**config.mk**
```make
export PLATFORM = sky130hd
export DESIGN_NAME = ptw_top
export DESIGN_NICKNAME = d
export VERILOG_FILES = /design/src/verilog/ptw_mem_pkg.sv /design/src/verilog/ptw_pte_pkg.sv /design/src/verilog/ptw_miss_arbiter.sv /design/src/verilog/ptw_pte_checker.sv /design/src/verilog/ptw_walk_fsm.sv /design/src/verilog/ptw_top.sv
export VERILOG_INCLUDE_DIRS = /design/src /design/src/verilog
export SDC_FILE = /design/constraint.sdc
export NUM_CORES = 1
export LEC_CHECK = 0
export BUFFER_PORTS_ARGS = -buffer_cell sky130_fd_sc_hd__buf_2
export CAP_MARGIN = 20
export CORE_AREA = 8 8 187 189
export CTS_BUF_LIST = sky130_fd_sc_hd__clkbuf_4
export DETAILED_ROUTE_END_ITERATION = 6
export DIE_AREA = 0 0 195 197
export HOLD_SLACK_MARGIN = 0.12
export PLACE_DENSITY_LB_ADDON = 0.15
export SYNTH_ARGS = -nofsm -noshare
export SYNTH_HDL_FRONTEND = slang
export SYNTH_SLANG_ARGS = --single-unit
export TNS_END_PERCENT = 30
```
**constraint.sdc**
```tcl
create_clock -name clk_i -period 6.55 [get_ports clk_i]
set_input_delay 1.31 -clock clk_i [delete_from_list [all_inputs] [get_ports clk_i]]
set_output_delay 1.31 -clock clk_i [all_outputs]
set_load 0.01 [all_outputs]
```
**src/verilog/ptw_consts.svh**
```systemverilog
/* Sv39 widths and sizes shared by the page-table walker packages, RTL and testbench.
   Include it wherever one of these macros is needed. */

`ifndef PTW_CONSTS_SVH
`define PTW_CONSTS_SVH

// virtual and physical address widths
`define PTW_VLEN 39
`define PTW_PLEN 56

// physical page number and one vpn slice
`define PTW_PPNW 44
`define PTW_VPNW 9

// 4 KiB pages, 8-byte PTEs
`define PTW_PGOFF 12
`define PTW_PTE_BYTES_LOG 3

`define PTW_ASIDW 16

`endif

```
**src/verilog/ptw_mem_pkg.sv**
```systemverilog
/* Memory port types of the walker.
   The request carries a PTE address, the response a grant and the read data. */

`include "ptw_consts.svh"

package ptw_mem_pkg;

    // --------------------------------------------------
    // walker to memory
    // --------------------------------------------------
    // valid is held until a cycle with gnt
    typedef struct packed {
        logic                    valid;
        logic [`PTW_PLEN-1:0]    addr;
    } ptw_mem_req_t;

    // --------------------------------------------------
    // memory to walker
    // --------------------------------------------------
    // exactly one rvalid follows each grant, at least a cycle later
    typedef struct packed {
        logic                    gnt;
        logic                    rvalid;
        logic [63:0]             rdata;
    } ptw_mem_rsp_t;

endpackage

```
**src/verilog/ptw_pte_pkg.sv**
```systemverilog
/* Page-table entry layout and walker types: levels, states, check verdicts,
   the arbitrated TLB miss and the update sent back to a TLB. */

`include "ptw_consts.svh"

package ptw_pte_pkg;

    // Sv39 PTE, flags in the low byte
    typedef struct packed {
        logic [9:0]              reserved;
        logic [`PTW_PPNW-1:0]    ppn;
        logic [1:0]              rsw;
        logic                    d;
        logic                    a;
        logic                    g;
        logic                    u;
        logic                    x;
        logic                    w;
        logic                    r;
        logic                    v;
    } pte_t;

    // LVL1 maps 1G, LVL2 maps 2M, LVL3 maps 4K
    typedef enum logic [1:0] {
        LVL1,
        LVL2,
        LVL3
    } ptw_lvl_e;

    typedef enum logic [2:0] {
        IDLE,
        WAIT_GRANT,
        PTE_LOOKUP,
        PROPAGATE_ERROR
    } walk_state_e;

    typedef enum logic [1:0] {
        PTE_POINTER,
        PTE_LEAF_OK,
        PTE_FAULT
    } pte_verdict_e;

    // --------------------------------------------------
    // miss into the walker, update out of it
    // --------------------------------------------------
    typedef struct packed {
        logic                    valid;
        logic                    is_instr;
        logic [`PTW_VLEN-1:0]    vaddr;
    } tlb_miss_t;

    typedef struct packed {
        logic                               valid;
        logic                               is_2m;
        logic                               is_1g;
        logic [`PTW_VLEN-`PTW_PGOFF-1:0]    vpn;
        logic [`PTW_ASIDW-1:0]              asid;
        pte_t                               content;
    } tlb_update_t;

endpackage

```
**src/verilog/ptw_miss_arbiter.sv**
```systemverilog
/* Selects one TLB miss for the walker, data side first.
   Purely combinational; a miss is only forwarded while the walker is idle. */

`timescale 1ns/1ps

`include "ptw_consts.svh"

module ptw_miss_arbiter (
    input  logic                    itlb_access_i,
    input  logic                    itlb_hit_i,
    input  logic [`PTW_VLEN-1:0]    itlb_vaddr_i,
    input  logic                    dtlb_access_i,
    input  logic                    dtlb_hit_i,
    input  logic [`PTW_VLEN-1:0]    dtlb_vaddr_i,
    input  logic                    enable_translation_i,
    input  logic                    en_ld_st_translation_i,
    input  logic                    busy_i,
    output ptw_pte_pkg::tlb_miss_t  miss_o,
    output logic                    itlb_miss_o,
    output logic                    dtlb_miss_o
);
    import ptw_pte_pkg::*;

    logic i_miss;
    logic d_miss;
    logic d_grant;
    logic i_grant;
    tlb_miss_t sel_miss;

    // each side only counts when its translation is switched on
    assign i_miss = enable_translation_i & itlb_access_i & ~itlb_hit_i;
    assign d_miss = en_ld_st_translation_i & dtlb_access_i & ~dtlb_hit_i;

    // data side wins, the fetch miss waits for a later cycle
    assign d_grant = ~busy_i & d_miss;
    assign i_grant = ~busy_i & i_miss & ~d_miss;

    always_comb begin
        sel_miss.valid    = d_grant | i_grant;
        sel_miss.is_instr = i_grant;
        sel_miss.vaddr    = d_miss ? dtlb_vaddr_i : itlb_vaddr_i;
    end

    assign miss_o      = sel_miss;
    assign itlb_miss_o = i_grant;
    assign dtlb_miss_o = d_grant;

endmodule

```
**src/verilog/ptw_pte_checker.sv**
```systemverilog
/* Sv39 rule check of one fetched PTE against the current level and access type.
   Answers in the same cycle with pointer, good leaf or fault. */

`timescale 1ns/1ps

`include "ptw_consts.svh"

module ptw_pte_checker (
    input  ptw_pte_pkg::pte_t           pte_i,
    input  ptw_pte_pkg::ptw_lvl_e       lvl_i,
    input  logic                        is_instr_i,
    input  logic                        is_store_i,
    input  logic                        mxr_i,
    output ptw_pte_pkg::pte_verdict_e   verdict_o
);
    import ptw_pte_pkg::*;

    logic perm_ok;
    logic store_ok;
    logic misaligned;

    // --------------------------------------------------
    // leaf permission checks
    // --------------------------------------------------
    always_comb begin
        if (is_instr_i) begin
            // fetch needs execute, accessed bit is managed by software
            perm_ok = pte_i.x & pte_i.a;
        end else begin
            // execute-only pages are readable only with mxr
            perm_ok = pte_i.a & (pte_i.r | (pte_i.x & mxr_i));
        end
    end

    // stores also need write and an already set dirty bit
    assign store_ok = is_instr_i | ~is_store_i | (pte_i.w & pte_i.d);

    // superpages must have the low ppn slices cleared
    always_comb begin
        misaligned = 1'b0;
        if (lvl_i == LVL1) begin
            misaligned = |pte_i.ppn[2*`PTW_VPNW-1:0];
        end else if (lvl_i == LVL2) begin
            misaligned = |pte_i.ppn[`PTW_VPNW-1:0];
        end
    end

    // --------------------------------------------------
    // verdict
    // --------------------------------------------------
    always_comb begin
        verdict_o = PTE_FAULT;
        if (!pte_i.v || (!pte_i.r && pte_i.w)) begin
            // invalid, or the reserved write-only encoding
            verdict_o = PTE_FAULT;
        end else if (!pte_i.r && !pte_i.x) begin
            // pointer, not allowed below the last level
            verdict_o = (lvl_i == LVL3) ? PTE_FAULT : PTE_POINTER;
        end else if (perm_ok && store_ok && !misaligned) begin
            verdict_o = PTE_LEAF_OK;
        end
    end

endmodule

```
**src/verilog/ptw_walk_fsm.sv**
```systemverilog
/* Sv39 walk state machine: forms PTE addresses, issues memory reads and
   turns the checker verdict into a TLB update or a page-fault pulse. */

`timescale 1ns/1ps

`include "ptw_consts.svh"

module ptw_walk_fsm (
    input  logic                        clk_i,
    input  logic                        rst_ni,
    input  ptw_pte_pkg::tlb_miss_t      miss_i,
    output logic                        busy_o,
    input  logic [`PTW_PPNW-1:0]        satp_ppn_i,
    input  logic [`PTW_ASIDW-1:0]       asid_i,
    output ptw_mem_pkg::ptw_mem_req_t   mem_req_o,
    input  ptw_mem_pkg::ptw_mem_rsp_t   mem_rsp_i,
    output ptw_pte_pkg::pte_t           pte_o,
    output ptw_pte_pkg::ptw_lvl_e       lvl_o,
    output logic                        is_instr_o,
    input  ptw_pte_pkg::pte_verdict_e   verdict_i,
    output ptw_pte_pkg::tlb_update_t    itlb_update_o,
    output ptw_pte_pkg::tlb_update_t    dtlb_update_o,
    output logic                        ptw_error_o,
    output logic                        walking_instr_o
);
    import ptw_pte_pkg::*;

    walk_state_e state_q, state_d;
    ptw_lvl_e    lvl_q, lvl_d;
    logic        is_instr_q, is_instr_d;
    logic        global_q, global_d;
    logic        rvalid_q;
    logic [63:0] rdata_q;

    logic [`PTW_PLEN-1:0]  pptr_q, pptr_d;
    logic [`PTW_VLEN-1:0]  vaddr_q, vaddr_d;
    logic [`PTW_ASIDW-1:0] asid_q, asid_d;

    pte_t        pte;
    logic        leaf_ok;
    tlb_update_t update;

    // one 9-bit index of the virtual page number
    function automatic logic [`PTW_VPNW-1:0] vpn_slice(input logic [`PTW_VLEN-1:0] va,
                                                       input int unsigned idx);
        return va[`PTW_PGOFF + idx*`PTW_VPNW +: `PTW_VPNW];
    endfunction

    assign pte = pte_t'(rdata_q);

    assign pte_o      = pte;
    assign lvl_o      = lvl_q;
    assign is_instr_o = is_instr_q;

    assign busy_o          = (state_q != IDLE);
    assign walking_instr_o = is_instr_q;
    assign ptw_error_o     = (state_q == PROPAGATE_ERROR);

    assign mem_req_o.valid = (state_q == WAIT_GRANT);
    assign mem_req_o.addr  = pptr_q;

    // --------------------------------------------------
    // TLB update
    // --------------------------------------------------
    assign leaf_ok = (state_q == PTE_LOOKUP) && rvalid_q && (verdict_i == PTE_LEAF_OK);

    always_comb begin
        update           = '0;
        update.is_2m     = (lvl_q == LVL2);
        update.is_1g     = (lvl_q == LVL1);
        update.vpn       = vaddr_q[`PTW_VLEN-1:`PTW_PGOFF];
        update.asid      = asid_q;
        update.content   = pte;
        // global if any level of the walk was global
        update.content.g = pte.g | global_q;
    end

    always_comb begin
        itlb_update_o       = update;
        dtlb_update_o       = update;
        itlb_update_o.valid = leaf_ok & is_instr_q;
        dtlb_update_o.valid = leaf_ok & ~is_instr_q;
    end

    // --------------------------------------------------
    // next state
    // --------------------------------------------------
    always_comb begin
        state_d    = state_q;
        lvl_d      = lvl_q;
        is_instr_d = is_instr_q;
        global_d   = global_q;
        pptr_d     = pptr_q;
        vaddr_d    = vaddr_q;
        asid_d     = asid_q;

        case (state_q)
            IDLE: begin
                lvl_d      = LVL1;
                global_d   = 1'b0;
                is_instr_d = 1'b0;
                if (miss_i.valid) begin
                    is_instr_d = miss_i.is_instr;
                    vaddr_d    = miss_i.vaddr;
                    asid_d     = asid_i;
                    // root table from satp, indexed by vpn[2]
                    pptr_d     = {satp_ppn_i, vpn_slice(miss_i.vaddr, 2),
                                  {`PTW_PTE_BYTES_LOG{1'b0}}};
                    state_d    = WAIT_GRANT;
                end
            end

            WAIT_GRANT: begin
                if (mem_rsp_i.gnt) begin
                    state_d = PTE_LOOKUP;
                end
            end

            PTE_LOOKUP: begin
                if (rvalid_q) begin
                    global_d = global_q | pte.g;
                    case (verdict_i)
                        PTE_POINTER: begin
                            state_d = WAIT_GRANT;
                            if (lvl_q == LVL1) begin
                                lvl_d  = LVL2;
                                pptr_d = {pte.ppn, vpn_slice(vaddr_q, 1),
                                          {`PTW_PTE_BYTES_LOG{1'b0}}};
                            end else begin
                                lvl_d  = LVL3;
                                pptr_d = {pte.ppn, vpn_slice(vaddr_q, 0),
                                          {`PTW_PTE_BYTES_LOG{1'b0}}};
                            end
                        end
                        PTE_LEAF_OK: state_d = IDLE;
                        default:     state_d = PROPAGATE_ERROR;
                    endcase
                end
            end

            // error pulse lasts exactly this cycle
            PROPAGATE_ERROR: state_d = IDLE;

            default: state_d = IDLE;
        endcase
    end

    always_ff @(posedge clk_i or negedge rst_ni) begin
        if (!rst_ni) begin
            state_q    <= IDLE;
            lvl_q      <= LVL1;
            is_instr_q <= 1'b0;
            global_q   <= 1'b0;
            rvalid_q   <= 1'b0;
        end else begin
            state_q    <= state_d;
            lvl_q      <= lvl_d;
            is_instr_q <= is_instr_d;
            global_q   <= global_d;
            rvalid_q   <= mem_rsp_i.rvalid;
        end
    end

    // walk payload and the registered read data
    always_ff @(posedge clk_i) begin
        pptr_q  <= pptr_d;
        vaddr_q <= vaddr_d;
        asid_q  <= asid_d;
        rdata_q <= mem_rsp_i.rdata;
    end

endmodule

```
**src/verilog/ptw_top.sv**
```systemverilog
/* Page-table walker top level serving the ITLB and DTLB over one memory port.
   Connects the miss arbiter, the walk state machine and the PTE checker. */

`timescale 1ns/1ps

`include "ptw_consts.svh"

module ptw_top (
    input  logic                        clk_i,
    input  logic                        rst_ni,
    input  logic                        itlb_access_i,
    input  logic                        itlb_hit_i,
    input  logic [`PTW_VLEN-1:0]        itlb_vaddr_i,
    input  logic                        dtlb_access_i,
    input  logic                        dtlb_hit_i,
    input  logic [`PTW_VLEN-1:0]        dtlb_vaddr_i,
    input  logic                        enable_translation_i,
    input  logic                        en_ld_st_translation_i,
    input  logic [`PTW_PPNW-1:0]        satp_ppn_i,
    input  logic [`PTW_ASIDW-1:0]       asid_i,
    input  logic                        mxr_i,
    input  logic                        lsu_is_store_i,
    output ptw_mem_pkg::ptw_mem_req_t   mem_req_o,
    input  ptw_mem_pkg::ptw_mem_rsp_t   mem_rsp_i,
    output ptw_pte_pkg::tlb_update_t    itlb_update_o,
    output ptw_pte_pkg::tlb_update_t    dtlb_update_o,
    output logic                        ptw_error_o,
    output logic                        ptw_active_o,
    output logic                        walking_instr_o,
    output logic                        itlb_miss_o,
    output logic                        dtlb_miss_o
);
    import ptw_pte_pkg::*;

    tlb_miss_t    miss;
    logic         busy;
    pte_t         pte;
    ptw_lvl_e     lvl;
    logic         is_instr;
    pte_verdict_e verdict;

    assign ptw_active_o = busy;

    ptw_miss_arbiter i_arbiter (
        .itlb_access_i          ( itlb_access_i          ),
        .itlb_hit_i             ( itlb_hit_i             ),
        .itlb_vaddr_i           ( itlb_vaddr_i           ),
        .dtlb_access_i          ( dtlb_access_i          ),
        .dtlb_hit_i             ( dtlb_hit_i             ),
        .dtlb_vaddr_i           ( dtlb_vaddr_i           ),
        .enable_translation_i   ( enable_translation_i   ),
        .en_ld_st_translation_i ( en_ld_st_translation_i ),
        .busy_i                 ( busy                   ),
        .miss_o                 ( miss                   ),
        .itlb_miss_o            ( itlb_miss_o            ),
        .dtlb_miss_o            ( dtlb_miss_o            )
    );

    ptw_walk_fsm i_walk_fsm (
        .clk_i           ( clk_i           ),
        .rst_ni          ( rst_ni          ),
        .miss_i          ( miss            ),
        .busy_o          ( busy            ),
        .satp_ppn_i      ( satp_ppn_i      ),
        .asid_i          ( asid_i          ),
        .mem_req_o       ( mem_req_o       ),
        .mem_rsp_i       ( mem_rsp_i       ),
        .pte_o           ( pte             ),
        .lvl_o           ( lvl             ),
        .is_instr_o      ( is_instr        ),
        .verdict_i       ( verdict         ),
        .itlb_update_o   ( itlb_update_o   ),
        .dtlb_update_o   ( dtlb_update_o   ),
        .ptw_error_o     ( ptw_error_o     ),
        .walking_instr_o ( walking_instr_o )
    );

    ptw_pte_checker i_pte_checker (
        .pte_i      ( pte            ),
        .lvl_i      ( lvl            ),
        .is_instr_i ( is_instr       ),
        .is_store_i ( lsu_is_store_i ),
        .mxr_i      ( mxr_i          ),
        .verdict_o  ( verdict        )
    );

endmodule

```
[Yosys cells after proc, flatten, opt, wreduce, memory -nomap -nowiden]
Index checks and enable logic that the tools add are counted.
Operators by class
  divide/modulo/power cells: 0
  muxes and demuxes: 25
  order comparisons: 0
  multiply operators: 0
  reductions and logical operators: 23
  bitwise logic cells: 24
  equality and inequality tests: 10
  shift-type cells: 0
  $add $sub $neg: 0
Operator list (count)
  two-way mux 56 bit: 3
  case mux 56 bit (2 select lines): 1
  two-way mux 39 bit: 1
  OR reduction 18 bit: 1
  two-way mux 2 bit: 7
  bitwise AND 1 bit: 13
  two-way mux 12 bit: 1
  two-way mux 3 bit: 3
  case mux 3 bit (3 select lines): 1
  OR reduction 9 bit: 1
  case mux 2 bit (2 select lines): 2
  equality test 3 x 2 -> 1 bit (second input constant): 2
  logical AND 1 bit: 6
  NOT 1 bit: 6
  AND reduction 3 bit: 2
  two-way mux 1 bit: 5
  OR 1 bit: 5
  equality test 2 x 1 -> 1 bit (second input constant): 2
  zero test 1 bit: 4
  zero test 2 bit: 2
  != test 2 x 1 -> 1 bit (second input constant): 2
  != test 2 bit (second input constant): 2
  AND reduction 2 bit: 2
  AND reduction 4 bit: 1
  7 further kinds: 7
Word-level totals
  flip-flop bits (word level): 183
  memories kept: 0
  word-level logic and storage cells: 91
  bits in writable memories: 0
  bits in read-only memories: 0
  output and inout port bits: 282
  input port bits: 214
  bits in latches: 0

[Depth between registers and ports, before layout]
  depth after elaboration: 13
  depth in mapped cells: 6
  mapped depth without buffers: 5

[Hierarchy]
Synthesis repeated with hierarchy kept, for this count alone.
Unflattened totals
  cells, all modules: 532
  area total of the unflattened synthesis: 7500.9 sq um
Modules (own cells, without submodules)
  ptw_walk_fsm: cells an instance 461, times used 1, sequential area each 4339.2 sq um, area each 6809.0 sq um
  ptw_miss_arbiter: cells an instance 49, times used 1, sequential area each 0.0 sq um, area each 556.8 sq um
  ptw_pte_checker: cells an instance 22, times used 1, sequential area each 0.0 sq um, area each 135.1 sq um

[Worst setup path after synthesis]
Ideal clock, no wire load.
  kind: input to register
  from: in dtlb_hit_i
  to: reg i_walk_fsm.pptr_q[10], enable pin
  data arrival time: 5421 ps
  required time: 6075 ps
  library setup time: 475 ps
  slack: 655 ps
  path buffers: 1
  stages: 4
  cell sequence: nand3b_1 > buf_2 > a21oi_1 > o21bai_1
Between the ends
  word-level cells in the longest chain between the ends: 7
  elaborated cells between the ends (all ways): 8
  classes of those cells: eq/ne (1); bitwise (6); reduce/logical (1)
Ends and longest elaborated chain
  start: declaration: line ptw_top.sv:15  | input logic dtlb_hit_i,
  NOT 1 bit *: line ptw_miss_arbiter.sv:32  | assign d_miss = en_ld_st_translation_i & dtlb_access_i & ~dtlb_hit_i;
  bitwise AND 1 bit *: line ptw_miss_arbiter.sv:32
  NOT 1 bit: line ptw_miss_arbiter.sv:36  | assign i_grant = ~busy_i & i_miss & ~d_miss;
  bitwise AND 1 bit: line ptw_miss_arbiter.sv:36
  OR 1 bit *: line ptw_miss_arbiter.sv:39  | sel_miss.valid = d_grant | i_grant;
  != test 2 bit (no line) *
  AND reduction 4 bit (no line) *
  end signal: assignment: line ptw_walk_fsm.sv:166  | pptr_q <= pptr_d;
  end: declaration: line ptw_walk_fsm.sv:35  | logic [`PTW_PLEN-1:0] pptr_q, pptr_d;
Every way passes the cells marked *; elsewhere a longest branch is shown, timed or not.
A chain may end at the register's enable or synchronous reset.

[Worst setup path after layout]
  from: in dtlb_access_i
  to: out itlb_miss_o
Between the ends
  word-level cells in the longest chain between the ends: 4
Ends and longest elaborated chain
  start: declaration: line ptw_top.sv:14  | input logic dtlb_access_i,
  bitwise AND 1 bit (2 in series): line ptw_miss_arbiter.sv:32
  NOT 1 bit: line ptw_miss_arbiter.sv:36
  bitwise AND 1 bit: line ptw_miss_arbiter.sv:36
  end: declaration: line ptw_top.sv:30  | output logic itlb_miss_o,
Every way passes these cells.

==> results.json <==
{
  "row_count": 66,
  "synth_top_area_share_pct": 40.9,
  "layout_commonest_cell": "buf_2",
  "p_int_mw": 1.85,
  "syn_area_mm2": 0.00704,
  "firstDrtPassIters": 4,
  "yosysTopAreaCell": "edfxtp_1",
  "finalCritPeriodShare_pct": 64.6,
  "cts_buffer_depth": 2,
  "power_frac_clock_pct": 25.8,
  "switching_power_uw": 798,
  "io-pin-count": 496,
  "critPathSlowestCell": "inv_1",
  "r2r_cells": 4,
  "fin_skew_ns": 0.0239,
  "p_leak_nw": 4.11,
  "max_cap_viol_count": 0,
  "worstSetupPathDepth": 6,
  "finalSetupViolations": 0,
  "p_per_area_mw_per_mm2": 298,
  "netlist_instances": 561,
  "rsz0062_at_grt": "false",
  "muxShareOfSynthArea_pct": 8.47,
  "clock.fmax_ghz": 0.236,
  "path_buf_inv": 4,
  "nFillCells": 3460,
  "grt_pass1_vias": 5395,
  "async_flop_share_pct": 4.19,
  "grt_pass1_wl_um": 34100,
  "cts_tree": "done",
  "fin_crit_ns": 4.23,
  "synth_area_leaders": "edfxtp_1 41%, buf_4 19%, dfxtp_1 18%",
  "startpoint_type": "input port",
  "power_frac_comb_pct": 23.8,
  "coreArea_mm2": 0.0320,
  "drive_gt1_share_pct": 64.2,
  "numCtsBuffers": 17,
  "post_cts_resized": 0,
  "ant_nets": 0,
  "grt_overflow": 0,
  "nets": 1078,
  "clockRootBuffer": "clkbuf_4",
  "maxSlewViolCount": 0,
  "synth_top_family_by_area": "buffers and inverters",
  "switching_share_pct": 30.1,
  "routed-via-count": 4838,
  "worst_pin_slew_ns": 0.899,
  "grt_max_degree": 66,
  "finalHoldViolations": 0,
  "dieArea_mm2": 0.0384,
  "crit_path_frequent_cell": "buf_2",
  "synth-main-ff-cell": "edfxtp_1",
  "synth_edf_count": 96,
  "wl_per_cell_um": 18.3,
  "worst-path-max-fanout": 30,
  "clock-sinks": 167,
  "route.detailed.drc": 0,
  "grt_use_total_pct": 11.8,
  "die_w_um": 195,
  "arrival_ns": 2.92,
  "peakVddDrop_mv": 0.100,
  "hp-class": "flip-flop to flip-flop",
  "timing.hold.ws_ns": 0.510,
  "die_y_um": 197,
  "yosysWarnings": 0,
  "io_buffer_count": 468,
  "synthSimpleGateAreaFrac_pct": 7.16,
  "setup_tns_ns": 0,
  "critPathTopFamily": "buffers and inverters",
  "outcome": "finished, final reports clean",
  "synth_cell_type_count": 35,
  "worstPathRequired_ns": 5.24,
  "gp_congestion": 0.739,
  "hold_depth": 2,
  "synthXorXnorAreaFrac_pct": 0,
  "area_delta_synth_final_pct": 26.2,
  "seq_power_share_pct": 50.4,
  "synth-compound-area-share_pct": 2.49,
  "cp-end-kind": "output port",
  "syn_area_per_cell_um2": 12.6,
  "ys_seq_area_share_pct": 61.6,
  "post-dp-hpwl_um": 18500,
  "cpPeakStageDelay_ns": 0.44,
  "via_per_inst": 3.76,
  "clk-insertion-delay-late_ns": 0.59,
  "crit_type": "input port to output port",
  "first_iter_violations": 137,
  "max-slew-margin-rel_pct": 40.1,
  "postCtsHoldBufs": 0,
  "mostFrequentLayoutCells": "468 x buf_2, 96 x edfxtp_1, 77 x nand2_1, 64 x dfxtp_1, 53 x mux2_2",
  "clk_pin_slew_ns": 0.13,
  "antenna_found_initial": 3,
  "htree_num_levels": 4,
  "crit_chain": "buf_2 > nand3b_1 > buf_4 > inv_1 > nor3_1 > buf_2",
  "wl_um": 23500,
  "synthAdderAreaFrac_pct": 0,
  "post-cts-setup-buffers": 0,
  "ys_seq_elements": 167,
  "start_util_pct": 22.0
}
cells in the mapped netlist, drive strengths merged (2+ instances only):
cell type,count
nor2b,4
nand3,2
nor2,18
nand2b,3
buf,183
mux2,53
clkbuf,7
a21oi,4
dfxtp,64
nand3b,2
inv,6
o21a,2
dfrtp,7
a31oi,12
nand2,77
or2,2
edfxtp,96
nor4,2
nor3,5
per-layer routing:
metal	vias up	track usage, %	part of all wire, %
met4	2	3.93	1.4
li1	2324	-	-
met3	19	5.07	8.0
met1	2253	13.1	41
met5	-	0	0.034
met2	240	20.2	50
path summary, 6_finish.rpt:
check	startpoint	to	slack [ns]
max	dtlb_access_i	itlb_miss_o	2.32
min	i_walk_fsm.pte_o[5]	i_walk_fsm.global_q	0.51
max reg2reg	i_walk_fsm.pte_o[2]	i_walk_fsm.pptr_q[15]	3.78
min reg2reg	i_walk_fsm.pte_o[5]	i_walk_fsm.global_q	0.51
max in group asynchronous	rst_ni	i_walk_fsm.state_q[0]	5.83
min in group asynchronous	rst_ni	i_walk_fsm.rvalid_q	0.54
power groups by stage:
stage / Clock [mW] / Sequential (mW) / Combinational (mW)
after floorplan: 0 / 1.38 / 0.414
after global placement: 0 / 1.36 / 0.651
after detailed placement: 0 / 1.36 / 0.650
after CTS: 0.724 / 1.34 / 0.652
after global routing: 0.760 / 1.35 / 0.693
final: 0.683 / 1.33 / 0.630
through the flow:
stage / instance area (um2) / utilization (%) / setup WS, ns / instances / total power, mW
finish: 8890 / 27.7 / 2.32 / 1287 / 2.65
global route: 8880 / 27.7 / 2.10 / 1286 / 2.80
CTS: 8880 / 27.7 / 2.24 / 1285 / 2.71
detailed placement: 8560 / 26.7 / 2.25 / 1253 / 2.01
global placement: 8560 / 26.7 / 2.26 / 1253 / 2.01
floorplan: 7050 / - / 0.655 / 563 / 1.79
cell families after synthesis:
| family | after synthesis |
|---|---|
| buf+inv | 196 |
| flops | 167 |
| simple gates | 118 |
| mux | 53 |
| compound gates | 26 |
| other cells | 1 |
flip-flops by register name, indices dropped and copies added (netlist names):
signal                 count
i_walk_fsm.pptr_q         53
i_walk_fsm.lvl_o           2
i_walk_fsm.vaddr_q        27
i_walk_fsm.state_q         2
i_walk_fsm.pte_o          64
i_walk_fsm.global_q        1
i_walk_fsm.rvalid_q        1
i_walk_fsm.is_instr_o      1
i_walk_fsm.asid_q         16
final cells by class:
type | instances | area (um2) | area share (%)
clock inverters | 13 | 178 | 2.00
well taps | 408 | 510 | 5.74
multi-input cells | 200 | 1320 | 14.8
repair buffers | 472 | 2370 | 26.7
diodes | 2 | 5.00 | 0.0563
clock buffers | 19 | 143 | 1.60
inverters | 6 | 22.5 | 0.253
flip-flops and latches | 167 | 4340 | 48.8
worst min-delay path: cells and delay by family (launching register included):
kind,cells,cell delay (ns)
simple gates,1,0.07
compound gates,1,0.06
flops,1,0.35
Note: power is estimated with default switching activity, not from simulation.
